`config.mk`:
```
export PLATFORM = sky130hd
export DESIGN_NAME = gsau_top
export DESIGN_NICKNAME = d
export VERILOG_FILES = /design/src/gsau_pkg.sv /design/src/sync_fifo.sv /design/src/gsau_control_unit.sv /design/src/sys_array.sv /design/src/wb_buffer.sv /design/src/gsau_top.sv
export SDC_FILE = /design/constraint.sdc
export NUM_CORES = 2
export LEC_CHECK = 0
export ABC_CLOCK_PERIOD_IN_PS = 15330
export BUFFER_PORTS_ARGS = -buffer_cell sky130_fd_sc_hd__buf_2
export CORE_ASPECT_RATIO = 0.75
export CORE_MARGIN = 3
export CORE_UTILIZATION = 58
export DETAILED_ROUTE_END_ITERATION = 8
export PLACE_DENSITY = 0.78
export SLEW_MARGIN = 40
export SYNTH_ARGS = -nofsm -noshare
export SYNTH_HDL_FRONTEND = slang
export SYNTH_HIERARCHICAL = 1
export SYNTH_SLANG_ARGS = --single-unit
```
`constraint.sdc`:
```
create_clock -name CLK -period 15.33 [get_ports CLK]
set_input_delay 0.7665 -clock CLK [delete_from_list [all_inputs] [get_ports CLK]]
set_output_delay 0.7665 -clock CLK [all_outputs]
set_load 0.01 [all_outputs]
```
`src/gsau_pkg.sv`:
```
package gsau_pkg;

  // array geometry
  localparam int SA_DIM = 4;

  // element widths
  localparam int ACT_W = 8;
  localparam int PSUM_W = 24;
  // full product of two signed activations/weights
  localparam int PROD_W = 2 * ACT_W;

  // multiply accept to output buffer write
  localparam int SA_LATENCY = 3;

  // array output buffer
  localparam int SA_OBUF_DEPTH = 4;
  localparam int OBUF_PTR_W = $clog2(SA_OBUF_DEPTH);
  localparam int OBUF_CNT_W = $clog2(SA_OBUF_DEPTH + 1);

  // destination register FIFO
  localparam int DST_FIFO_DEPTH = 4;
  localparam int DST_PTR_W = $clog2(DST_FIFO_DEPTH);
  localparam int DST_CNT_W = $clog2(DST_FIFO_DEPTH + 1);

  // index widths
  localparam int VREG_IDX_W = 8;
  localparam int ROW_IDX_W = $clog2(SA_DIM);

  // vector register index that also carries the weight row on loads
  typedef logic [VREG_IDX_W-1:0] vreg_idx_t;

  // four activations or one weight row with element k at bits k*ACT_W
  typedef logic [SA_DIM*ACT_W-1:0] act_vec_t;

  // four partial sums with element k at bits k*PSUM_W
  typedef logic [SA_DIM*PSUM_W-1:0] psum_vec_t;

  // weight row select
  typedef logic [ROW_IDX_W-1:0] row_idx_t;

endpackage

```
`src/sync_fifo.sv`:
```
`timescale 1ns/1ps

module sync_fifo
  import gsau_pkg::*;
(
  input  logic      CLK,
  input  logic      i_reset,
  input  logic      i_wr_en,
  input  logic      i_shift,
  input  vreg_idx_t i_din,
  output vreg_idx_t o_dout,
  output logic      o_empty,
  output logic      o_full
);

  // entry storage
  vreg_idx_t mem [DST_FIFO_DEPTH];

  logic [DST_PTR_W-1:0] wr_ptr;
  logic [DST_PTR_W-1:0] rd_ptr;
  logic [DST_CNT_W-1:0] count;

  assign o_empty = (count == '0);
  assign o_full  = (count == DST_CNT_W'(DST_FIFO_DEPTH));

  // head is visible right away
  assign o_dout = mem[rd_ptr];

  always_ff @(posedge CLK) begin
    if (i_wr_en) begin
      mem[wr_ptr] <= i_din;
    end
  end

  always_ff @(posedge CLK) begin
    if (i_reset) begin
      wr_ptr <= '0;
      rd_ptr <= '0;
      count  <= '0;
    end else begin
      // pointers wrap at the last entry
      if (i_wr_en) begin
        wr_ptr <= (wr_ptr == DST_PTR_W'(DST_FIFO_DEPTH - 1)) ? '0 : wr_ptr + 1'b1;
      end
      if (i_shift) begin
        rd_ptr <= (rd_ptr == DST_PTR_W'(DST_FIFO_DEPTH - 1)) ? '0 : rd_ptr + 1'b1;
      end
      // simultaneous push and pop leaves count alone
      case ({i_wr_en, i_shift})
        2'b10:   count <= count + 1'b1;
        2'b01:   count <= count - 1'b1;
        default: count <= count;
      endcase
    end
  end

  // upstream ready must hold off pushes once full
  a_no_write_full: assert property (@(posedge CLK) disable iff (i_reset)
    !(i_wr_en && o_full)) else $error("sync_fifo: write while full");

  // every array result must have a destination waiting
  a_no_shift_empty: assert property (@(posedge CLK) disable iff (i_reset)
    !(i_shift && o_empty)) else $error("sync_fifo: shift while empty");

endmodule

```
`src/gsau_control_unit.sv`:
```
`timescale 1ns/1ps

module gsau_control_unit
  import gsau_pkg::*;
(
  input  logic      CLK,
  input  logic      i_reset,
  // scoreboard
  input  logic      i_sb_valid,
  input  logic      i_sb_weight,
  input  vreg_idx_t i_sb_vdst,
  // veggie file
  input  logic      i_veg_valid,
  input  act_vec_t  i_veg_vs1,
  input  psum_vec_t i_veg_vs2,
  output logic      o_sb_ready,
  // to the array
  output logic      o_sa_weight_en,
  output logic      o_sa_input_en,
  output row_idx_t  o_sa_weight_row,
  output act_vec_t  o_sa_array_in,
  output psum_vec_t o_sa_array_in_partials,
  // from the array
  input  logic      i_sa_fifo_has_space,
  input  logic      i_sa_out_valid,
  input  psum_vec_t i_sa_array_output,
  output logic      o_sa_output_ready,
  // writeback side
  input  logic      i_wb_output_ready,
  output logic      o_wb_valid,
  output psum_vec_t o_wb_psum,
  output vreg_idx_t o_wb_wbdst
);

  logic      accept;
  logic      fifo_wr;
  logic      fifo_shift;
  logic      fifo_empty;
  logic      fifo_full;
  vreg_idx_t fifo_dout;

  // destinations of multiplies still in flight
  sync_fifo dst_fifo (
    .CLK     (CLK),
    .i_reset (i_reset),
    .i_wr_en (fifo_wr),
    .i_shift (fifo_shift),
    .i_din   (i_sb_vdst),
    .o_dout  (fifo_dout),
    .o_empty (fifo_empty),
    .o_full  (fifo_full)
  );

  always_comb begin
    // ready from internal state only
    o_sb_ready = !fifo_full && i_sa_fifo_has_space;
    accept     = i_sb_valid && i_veg_valid && o_sb_ready;

    // vs1 carries activations or a weight row and vs2 the partials
    o_sa_array_in          = i_veg_vs1;
    o_sa_array_in_partials = i_veg_vs2;
    // weight loads reuse vdst as the row number
    o_sa_weight_row        = i_sb_vdst[ROW_IDX_W-1:0];

    o_sa_weight_en = accept && i_sb_weight;
    o_sa_input_en  = accept && !i_sb_weight;
    // only multiplies produce a result, so only they need a destination
    fifo_wr        = o_sa_input_en;

    // array drains straight into writeback
    o_sa_output_ready = i_wb_output_ready;
    fifo_shift        = i_sa_out_valid && i_wb_output_ready;

    // pair result with oldest destination
    o_wb_valid = i_sa_out_valid;
    o_wb_psum  = i_sa_array_output;
    o_wb_wbdst = fifo_dout;
  end

  // result order in the array must match push order here
  a_result_has_dst: assert property (@(posedge CLK) disable iff (i_reset)
    i_sa_out_valid |-> !fifo_empty) else $error("gsau_control_unit: result without vdst");

endmodule

```
`src/sys_array.sv`:
```
`timescale 1ns/1ps

module sys_array
  import gsau_pkg::*;
(
  input  logic      CLK,
  input  logic      i_reset,
  input  logic      i_weight_en,
  input  logic      i_input_en,
  input  row_idx_t  i_weight_row,
  input  act_vec_t  i_array_in,
  input  psum_vec_t i_array_in_partials,
  output logic      o_fifo_has_space,
  output logic      o_out_valid,
  output psum_vec_t o_array_output,
  input  logic      i_output_ready
);

  // weight-stationary storage where row i meets activation i
  logic signed [ACT_W-1:0] weight_q [SA_DIM][SA_DIM];

  // one valid bit per pipeline stage
  logic [SA_LATENCY-1:0] valid_pipe;

  // stage one operands
  act_vec_t  s1_act;
  psum_vec_t s1_psum;
  // stage two products
  logic signed [PROD_W-1:0] s2_prod [SA_DIM][SA_DIM];
  psum_vec_t s2_psum;
  // stage three results
  logic [PSUM_W-1:0] col_sum [SA_DIM];
  psum_vec_t s3_result;

  // output buffer
  psum_vec_t obuf [SA_OBUF_DEPTH];
  logic [OBUF_PTR_W-1:0] obuf_wr_ptr;
  logic [OBUF_PTR_W-1:0] obuf_rd_ptr;
  logic [OBUF_CNT_W-1:0] obuf_count;
  logic [OBUF_CNT_W-1:0] inflight;
  logic obuf_push;
  logic obuf_pop;

  // new weight visible to a multiply accepted next cycle
  always_ff @(posedge CLK) begin
    if (i_weight_en) begin
      for (int j = 0; j < SA_DIM; j++) begin
        weight_q[i_weight_row][j] <= i_array_in[j*ACT_W +: ACT_W];
      end
    end
  end

  always_ff @(posedge CLK) begin
    if (i_reset) begin
      valid_pipe <= '0;
    end else begin
      valid_pipe <= {valid_pipe[SA_LATENCY-2:0], i_input_en};
    end
  end

  // payload stages advance with their valid bits
  always_ff @(posedge CLK) begin
    if (i_input_en) begin
      s1_act  <= i_array_in;
      s1_psum <= i_array_in_partials;
    end
    if (valid_pipe[0]) begin
      for (int i = 0; i < SA_DIM; i++) begin
        for (int j = 0; j < SA_DIM; j++) begin
          s2_prod[i][j] <= $signed(s1_act[i*ACT_W +: ACT_W]) * weight_q[i][j];
        end
      end
      s2_psum <= s1_psum;
    end
    if (valid_pipe[1]) begin
      for (int j = 0; j < SA_DIM; j++) begin
        s3_result[j*PSUM_W +: PSUM_W] <= col_sum[j];
      end
    end
  end

  // column sums of sign-extended products wrap mod 2^PSUM_W
  always_comb begin
    for (int j = 0; j < SA_DIM; j++) begin
      col_sum[j] = s2_psum[j*PSUM_W +: PSUM_W];
      for (int i = 0; i < SA_DIM; i++) begin
        col_sum[j] = col_sum[j] + {{(PSUM_W-PROD_W){s2_prod[i][j][PROD_W-1]}}, s2_prod[i][j]};
      end
    end
  end

  assign obuf_push = valid_pipe[SA_LATENCY-1];
  assign obuf_pop  = o_out_valid && i_output_ready;

  always_ff @(posedge CLK) begin
    if (obuf_push) begin
      obuf[obuf_wr_ptr] <= s3_result;
    end
  end

  always_ff @(posedge CLK) begin
    if (i_reset) begin
      obuf_wr_ptr <= '0;
      obuf_rd_ptr <= '0;
      obuf_count  <= '0;
    end else begin
      if (obuf_push) begin
        obuf_wr_ptr <= obuf_wr_ptr + 1'b1;
      end
      if (obuf_pop) begin
        obuf_rd_ptr <= obuf_rd_ptr + 1'b1;
      end
      obuf_count <= obuf_count + OBUF_CNT_W'(obuf_push) - OBUF_CNT_W'(obuf_pop);
    end
  end

  assign o_out_valid    = (obuf_count != '0);
  assign o_array_output = obuf[obuf_rd_ptr];

  // reserve a slot for everything still in the pipe
  assign inflight         = OBUF_CNT_W'($countones(valid_pipe));
  assign o_fifo_has_space = (obuf_count + inflight) < SA_OBUF_DEPTH;

  // has_space must cover every multiply accepted three edges ago
  a_obuf_no_overflow: assert property (@(posedge CLK) disable iff (i_reset)
    obuf_push |-> (obuf_count < SA_OBUF_DEPTH) || obuf_pop)
    else $error("sys_array: output buffer overflow");

endmodule

```
`src/wb_buffer.sv`:
```
`timescale 1ns/1ps

module wb_buffer
  import gsau_pkg::*;
(
  input  logic      CLK,
  input  logic      i_reset,
  input  logic      i_valid,
  input  psum_vec_t i_psum,
  input  vreg_idx_t i_wbdst,
  output logic      o_ready,
  output logic      o_wb_valid,
  output psum_vec_t o_wb_psum,
  output vreg_idx_t o_wb_wbdst,
  input  logic      i_wb_ready
);

  logic      full_q;
  psum_vec_t psum_q;
  vreg_idx_t wbdst_q;
  logic      capture;

  // ready when empty or when the held entry leaves this cycle
  assign o_ready = !full_q || i_wb_ready;
  assign capture = i_valid && o_ready;

  always_ff @(posedge CLK) begin
    if (i_reset) begin
      full_q <= 1'b0;
    end else if (capture) begin
      full_q <= 1'b1;
    end else if (i_wb_ready) begin
      // consumed with nothing behind it
      full_q <= 1'b0;
    end
  end

  always_ff @(posedge CLK) begin
    if (capture) begin
      psum_q  <= i_psum;
      wbdst_q <= i_wbdst;
    end
  end

  assign o_wb_valid = full_q;
  assign o_wb_psum  = psum_q;
  assign o_wb_wbdst = wbdst_q;

  // stalled result must not change under the consumer
  a_hold_stable: assert property (@(posedge CLK) disable iff (i_reset)
    o_wb_valid && !i_wb_ready |=> o_wb_valid && $stable(o_wb_psum) && $stable(o_wb_wbdst))
    else $error("wb_buffer: data changed while stalled");

endmodule

```
`src/gsau_top.sv`:
```
`timescale 1ns/1ps

module gsau_top
  import gsau_pkg::*;
(
  input  logic      CLK,
  input  logic      i_reset,
  input  logic      i_sb_valid,
  input  logic      i_sb_weight,
  input  vreg_idx_t i_sb_vdst,
  input  logic      i_veg_valid,
  input  act_vec_t  i_veg_vs1,
  input  psum_vec_t i_veg_vs2,
  output logic      o_sb_ready,
  output logic      o_wb_valid,
  output psum_vec_t o_wb_psum,
  output vreg_idx_t o_wb_wbdst,
  input  logic      i_wb_ready
);

  // control unit to array
  logic      sa_weight_en;
  logic      sa_input_en;
  row_idx_t  sa_weight_row;
  act_vec_t  sa_array_in;
  psum_vec_t sa_array_in_partials;
  logic      sa_output_ready;
  // array back to control unit
  logic      sa_fifo_has_space;
  logic      sa_out_valid;
  psum_vec_t sa_array_output;
  // control unit to writeback
  logic      wb_in_valid;
  psum_vec_t wb_in_psum;
  vreg_idx_t wb_in_wbdst;
  logic      wb_in_ready;

  // input side, decode and destination tracking
  gsau_control_unit u_ctrl (
    .CLK                    (CLK),
    .i_reset                (i_reset),
    .i_sb_valid             (i_sb_valid),
    .i_sb_weight            (i_sb_weight),
    .i_sb_vdst              (i_sb_vdst),
    .i_veg_valid            (i_veg_valid),
    .i_veg_vs1              (i_veg_vs1),
    .i_veg_vs2              (i_veg_vs2),
    .o_sb_ready             (o_sb_ready),
    .o_sa_weight_en         (sa_weight_en),
    .o_sa_input_en          (sa_input_en),
    .o_sa_weight_row        (sa_weight_row),
    .o_sa_array_in          (sa_array_in),
    .o_sa_array_in_partials (sa_array_in_partials),
    .i_sa_fifo_has_space    (sa_fifo_has_space),
    .i_sa_out_valid         (sa_out_valid),
    .i_sa_array_output      (sa_array_output),
    .o_sa_output_ready      (sa_output_ready),
    .i_wb_output_ready      (wb_in_ready),
    .o_wb_valid             (wb_in_valid),
    .o_wb_psum              (wb_in_psum),
    .o_wb_wbdst             (wb_in_wbdst)
  );

  sys_array u_array (
    .CLK                 (CLK),
    .i_reset             (i_reset),
    .i_weight_en         (sa_weight_en),
    .i_input_en          (sa_input_en),
    .i_weight_row        (sa_weight_row),
    .i_array_in          (sa_array_in),
    .i_array_in_partials (sa_array_in_partials),
    .o_fifo_has_space    (sa_fifo_has_space),
    .o_out_valid         (sa_out_valid),
    .o_array_output      (sa_array_output),
    .i_output_ready      (sa_output_ready)
  );

  // output side holding register
  wb_buffer u_wb (
    .CLK        (CLK),
    .i_reset    (i_reset),
    .i_valid    (wb_in_valid),
    .i_psum     (wb_in_psum),
    .i_wbdst    (wb_in_wbdst),
    .o_ready    (wb_in_ready),
    .o_wb_valid (o_wb_valid),
    .o_wb_psum  (o_wb_psum),
    .o_wb_wbdst (o_wb_wbdst),
    .i_wb_ready (i_wb_ready)
  );

endmodule

```
==> After elaboration in Yosys (flattened, before gate mapping) <==
Memories as Yosys holds them, arrays and structs flattened. A register that Yosys moved wholly into a read port is not among the register bits.
Cells that the tools add are included.
{ "totals": {"elab_cells": 91, "memories": 4, "ramBits": 800, "out_inout_bits": 106, "reg_bits": 338} }
{ "op_classes": {"n_mux": 13, "addsub": 27, "eq_ne": 5, "multipliers": 16, "n_lt_le_gt_ge": 1, "n_reduce_logical": 13} }
{ "memory_table": {"columns": ["name", "depth", "width", "read_ports", "rd_clocked_by_memory_dff", "write_ports", "line_no", "source"], "rows": [
  ["u_array.obuf", 4, 96, 1, 1, 1, "sys_array.sv:36", "psum_vec_t obuf [SA_OBUF_DEPTH];"],
  ["u_array.s2_prod", 4, 64, 4, 0, 4, "sys_array.sv:29", "logic signed [PROD_W-1:0] s2_prod [SA_DIM][SA_DIM];"],
  ["u_array.weight_q", 4, 32, 4, 0, 1, "sys_array.sv:20", "logic signed [ACT_W-1:0] weight_q [SA_DIM][SA_DIM];"],
  ["u_ctrl.dst_fifo.mem", 4, 8, 1, 1, 1, "sync_fifo.sv:17", "vreg_idx_t mem [DST_FIFO_DEPTH];"]
]} }
{ "op_table": {"columns": ["cell", "n"], "rows": [
  ["24-bit adder", 16],
  ["8-bit by 8-bit multiplier with 16-bit output", 16],
  ["32-bit by 3-bit less-than comparator with 1-bit output, second input constant", 1],
  ["1-bit two-way mux", 10],
  ["2-bit by 1-bit adder with 2-bit output, second input constant", 4],
  ["3-bit by 1-bit adder with 3-bit output", 2],
  ["2-bit == test, second input constant", 3],
  ["1-bit logical AND", 6],
  ["3-bit one-hot mux with 2 select lines", 1],
  ["3-bit by 3-bit adder with 4-bit output", 1],
  ["2-bit two-way mux", 2],
  ["2-bit nonzero test", 2],
  ["3-bit by 1-bit adder with 3-bit output, second input constant", 1],
  ["3-bit == test, second input constant", 1],
  ["1-bit logical NOT", 3],
  ["3-bit nonzero test", 1],
  ["3-bit by 1-bit subtractor with 3-bit output", 1],
  ["3-bit by 1-bit subtractor with 3-bit output, second input constant", 1],
  ["1-bit by 1-bit adder with 2-bit output", 1],
  ["2-bit by 1-bit == test with 1-bit output, second input constant", 1],
  ["1-bit logical OR", 1]
]} }

==> Longest topological paths before layout <==
{ "logic_depth": {"ltp_word": 9, "depth_mapped": 18, "mapped_depth_nobuf": 17} }

==> Hierarchy <==
Netlist, hierarchy kept.
{ "modules_own_cells": {"columns": ["module", "cells_each", "area_each_um2", "instances"], "rows": [
  ["sys_array", 7428, 88244.6, 1],
  ["wb_buffer", 109, 3178.0, 1],
  ["gsau_control_unit", 232, 1750.4, 1],
  ["sync_fifo", 90, 1605.3, 1]
]} }

==> Worst setup path after synthesis <==
OpenSTA, ideal clock, no wires.
{ "synth_timing": {"path_kind": "reg2reg", "startpoint": "reg u_array.valid_pipe[0]", "endpoint": "reg u_ctrl.dst_fifo.count[2]", "stages_incl_launch_ff": 12, "slack_ns": 0.675, "t_required_ns": 15.260, "arrival_ns": 14.586, "setup_ns": 0.070, "n_path_buf": 0, "path_cell_list": "dfxtp_1 -> fa_1 -> a311oi_1 -> nor2b_4 -> and4b_1 -> inv_1 -> ha_1 -> inv_1 -> fa_1 -> xor2_1 -> or3_1 -> a21oi_1"} }
{ "synth_via": {"elab_chain_cells": 9, "word_cells_on_any_way": 11, "cone_classes": "3 x add/sub; 1 x order compare; 2 x eq/ne; 1 x mux; 4 x reduce/logical"} }
{ "synth_lines": {"columns": ["element", "line_no", "source"], "rows": [
  ["start, declared", "sys_array.sv:23", "logic [SA_LATENCY-1:0] valid_pipe;"],
  ["start signal, assigned", "sys_array.sv:57", "valid_pipe <= {valid_pipe[SA_LATENCY-2:0], i_input_en};"],
  ["1-bit by 1-bit adder with 2-bit output (implied by the code) *", "sys_array.sv:121", "assign inflight = OBUF_CNT_W'($countones(valid_pipe));"],
  ["3-bit by 1-bit adder with 3-bit output (implied by the code) *", "sys_array.sv:121", null],
  ["3-bit by 3-bit adder with 4-bit output *", "sys_array.sv:122", "assign o_fifo_has_space = (obuf_count + inflight) < SA_OBUF_DEPTH;"],
  ["32-bit by 3-bit less-than comparator with 1-bit output *", "sys_array.sv:122", null],
  ["named net sa_fifo_has_space", "gsau_top.sv:29", "logic sa_fifo_has_space;"],
  ["1-bit logical AND *", "gsau_control_unit.sv:56", "o_sb_ready = !fifo_full && i_sa_fifo_has_space;"],
  ["named net o_sb_ready", "gsau_top.sv:14", "output logic o_sb_ready,"],
  ["1-bit logical AND *", "gsau_control_unit.sv:57", "accept = i_sb_valid && i_veg_valid && o_sb_ready;"],
  ["1-bit logical AND *", "gsau_control_unit.sv:66", "o_sa_input_en = accept && !i_sb_weight;"],
  ["named net sa_input_en", "gsau_top.sv:23", "logic sa_input_en;"],
  ["2-bit by 1-bit == test with 1-bit output or 2-bit == test (tied branches)", "sync_fifo.sv:49", "case ({i_wr_en, i_shift})"],
  ["3-bit one-hot mux with 2 select lines or 2-bit nonzero test (tied branches)", null, null],
  ["end signal, assigned", "sync_fifo.sv:50", "2'b10: count <= count + 1'b1;"],
  ["end signal, assigned", "sync_fifo.sv:51", "2'b01: count <= count - 1'b1;"],
  ["end signal, assigned", "sync_fifo.sv:52", "default: count <= count;"],
  ["end, declared", "sync_fifo.sv:21", "logic [DST_CNT_W-1:0] count;"]
]} }
The timed path passes the listed nets; every way through them passes the cells marked *.
A chain may end at the register's enable or synchronous reset.

==> flow_results.org <==
** Placed design
- In this run, placement finished with an instance count of 9931.
- Placer congestion estimate :: 0.940
- Port buffering added 247 buffers.
- Post-DP HPWL :: 160000 microns

** Routing
- The first routing iteration left 4362 violations.
- Via count :: 54.6k
- Number of detailed-routing iterations run before antenna repair :: 8
- Routed wirelength normalized by instance count :: 20.4 microns
- Final WL :: 207000 microns
- In the routed design, unresolved DRC markers number 0.
- Antenna Violating Nets Remaining :: 0
- Post-detailed-route via-to-cell ratio :: 5.37

** Critical path
- Cell Chain, Critical Path :: buf_6, buf_6, and2_1, fa_1, inv_1, fa_1, inv_1, fa_1, inv_1, fa_1, inv_1, ha_1, inv_1, o21a_1, o311ai_0, a21o_1, a21oi_1, xnor2_1
- Max FO, Critical Path :: 16
- Delay of the slowest cell on the worst path :: 0.67 ns
- Critical path class :: reg2reg
- Startpoint of the most critical register-to-register path :: u_array/s1_act[30]
- Cell count of the worst reg-to-reg path :: 18
- CP Data Required Time :: 15.84 ns
- Among all stages on the critical path, the largest delay is contributed by o311ai_0.
- Buffers and inverters on the worst path :: 7
- The worst setup path is captured at a flop.
- FF-to-FF setup slack :: 10.12 ns
- Most frequent CP cell :: inv_1
- The critical path runs through a total of 18 cells.
- The worst setup path is launched from a flop.
- The kind of cell with the highest combined delay along the critical path is adder cells.
- At the worst endpoint, the arrival time is 5.71 ns.
- Capture instance of the worst register-to-register path :: u_array/s2_prod[3][63]

** Run status
- Result of the run :: finished clean

** CTS
- Post-CTS timing repair inserted 0 buffers for setup.
- CTS sink cnt :: 1246
- Clock tree from TritonCTS :: built
- H-tree Lvls :: 3
- The clock reaches the later pin of the worst-skew pair after 0.80 ns.
- The cell sitting at the root of the clock tree is a clkbuf_16.
- For this design, the CTS-stage hold fixing added 0 buffers.
- Clock tree buffer depth :: 3
- Number of resized instances in the post-cts repair step :: 0
- Counting the buffers created by CTS gives 121.
- Clock-pin slew was measured on the worst setup and hold paths at 0.07 ns.

** Timing
- Worst rel slew slack :: 0.437
- Max Transition Viols Final :: 0
- Final hold violation count :: 0
- Derived from the worst setup path, the maximum achievable clock frequency is 192 MHz.
- Setup repair after global routing left no endpoint under its margin.
- In the final timing run, aggregate negative setup slack is 0 ns.
- Period minus WS final :: 5.21 ns
- Period utilization :: 0.340
- Setup violations, final :: 0
- At the pin with the least slew margin, the transition time is 0.844 ns.
- On the final layout, the worst clock skew is 0.0599 ns.

** Power and ir drop
- Power, Total :: 15.1 mW
- Summed over all cells, the static leakage comes to 44.7 nW.
- Power spread over the standard cell area amounts to 149 nW/um^2.
- VDD sags by at most 105 uV.

** Cells and area
- The library cells used most frequently in the layout, excluding fill and tap cells, are inv_1 (2007), edfxtp_1 (1224), fa_1 (1155).
- Final Net Count :: 9799
- Leading cell type in the layout, fill and taps excluded :: inv_1
- Post-Route Utilization :: 0.629
- For this run, the number of standard cells in the final layout without fillers is 10.2k.
- Relative to the synthesized area, the layout overhead comes to 6.88%.
- Of the cells placed in the final design, the portion with a size suffix greater than 1 is 0.0845.

** Synthesis
- Counting every instance in the synthesized netlist gives 7858.
- The number of nets in the synthesized netlist is 9728.
- A synthesized cell averages 12.1 sq um.
- Syn Std Cell Area :: 94800 sq um
- Warning count from the yosys run :: 6

** Global route
- Total global routing overflow :: 0
- The via count of the first global-routing pass is 58.4k.
- Global Route Usage Sum :: 0.257
- The number of antenna violations at the first check in global routing is 20.
- Maximum number of pins on one net before global-route repair :: 103
- The first global-routing pass estimated 330000 microns of wire.

** Min path
- The worst hold path terminates at u_array/s1_psum[1].
- Worst min-delay path category :: in2reg
- Number of stages on the worst hold path :: 1
- Worst hold path startpoint :: i_veg_vs2[1]

** Floorplanning
- Row Count :: 127
- Initial cell density of the core :: 0.588
- The die covers 168000 sq um.
- I/O Pins :: 248
- Vertical die dimension :: 356 microns
- After floorplanning, the core was sized to cover 161000 sq um.
- Overall die width :: 473 microns

** Flow run
- Count of maximum capacitance violations :: 0
## registers in the layout (all words and copies together) (netlist names), 3 cells and up, named ones only
signal / count
u_array/obuf_count: 3
u_wb/o_wb_wbdst: 8
u_array/s1_psum: 96
u_array/obuf: 384
u_array/valid_pipe: 3
u_array/s2_prod: 256
u_array/s2_psum: 96
u_array/s3_result: 96
u_ctrl/dst_fifo/mem: 32
u_wb/o_wb_psum: 96
u_ctrl/dst_fifo/count: 3
u_array/s1_act: 32
u_array/weight_q: 128
## report_power, final
group	leakage [nW]	switching [mW]	internal, mW	total [mW]
logic	31.5	4.23	3.10	7.32
clock network	1.98	1.38	1.75	3.13
registers	11.3	0.204	4.49	4.69
## worst max path at each step
stage	slack, ns	endpoint	startpoint
2_1_floorplan	0.67	u_ctrl/dst_fifo/count[2]	u_array/valid_pipe[0]
3_3_place_gp	10.0	u_array/s2_prod[3][63]	u_array/s1_act[26]
3_5_place_dp	10.16	u_array/s2_prod[2][30]	u_array/s1_act[21]
4_1_cts	10.14	u_array/s2_prod[2][30]	u_array/s1_act[21]
5_1_grt	9.76	u_array/s2_prod[2][30]	u_array/s1_act[21]
6_report	10.12	u_array/s2_prod[3][63]	u_array/s1_act[30]
## layout make-up
| class | count | area (sq um) |
|---|---|---|
| tap | 2128 | 2660 |
| timing repair buffer | 306 | 1830 |
| antenna | 10 | 25.0 |
| sequential | 1246 | 37200 |
| fill | 12101 | 59800 |
| inverter | 2008 | 7540 |
| clock buffer | 137 | 3110 |
| multi-input combinational | 4246 | 47900 |
| clock inverter | 90 | 1060 |
## worst register-to-register path, cell delays in order, from the launching register on
cell	delay [ns]
edfxtp_1	0.54
buf_6	0.21
buf_6	0.16
and2_1	0.18
fa_1	0.51
inv_1	0.06
fa_1	0.49
inv_1	0.06
fa_1	0.53
inv_1	0.05
fa_1	0.47
inv_1	0.04
ha_1	0.32
inv_1	0.06
o21a_1	0.20
o311ai_0	0.67
a21o_1	0.22
a21oi_1	0.07
xnor2_1	0.13
## per-layer routing
layer	global-route usage	wire length (microns)
met1	0.355	87000
met3	0.102	24500
met4	0.0629	5220
met2	0.382	90600
met5	0	54
## stage by stage
step                hold slack (ns)  area [sq um]  setup slack [ns]
floorplan                     0.400         94800             0.675
global placement              0.402         96800              10.0
detailed placement            0.405         97000             10.16
CTS                          0.0829        101000             10.14
global route                 0.0957        101000              9.76
finish                        0.145        101000             10.12
No activity file was read; power rests on OpenSTA's default activity.
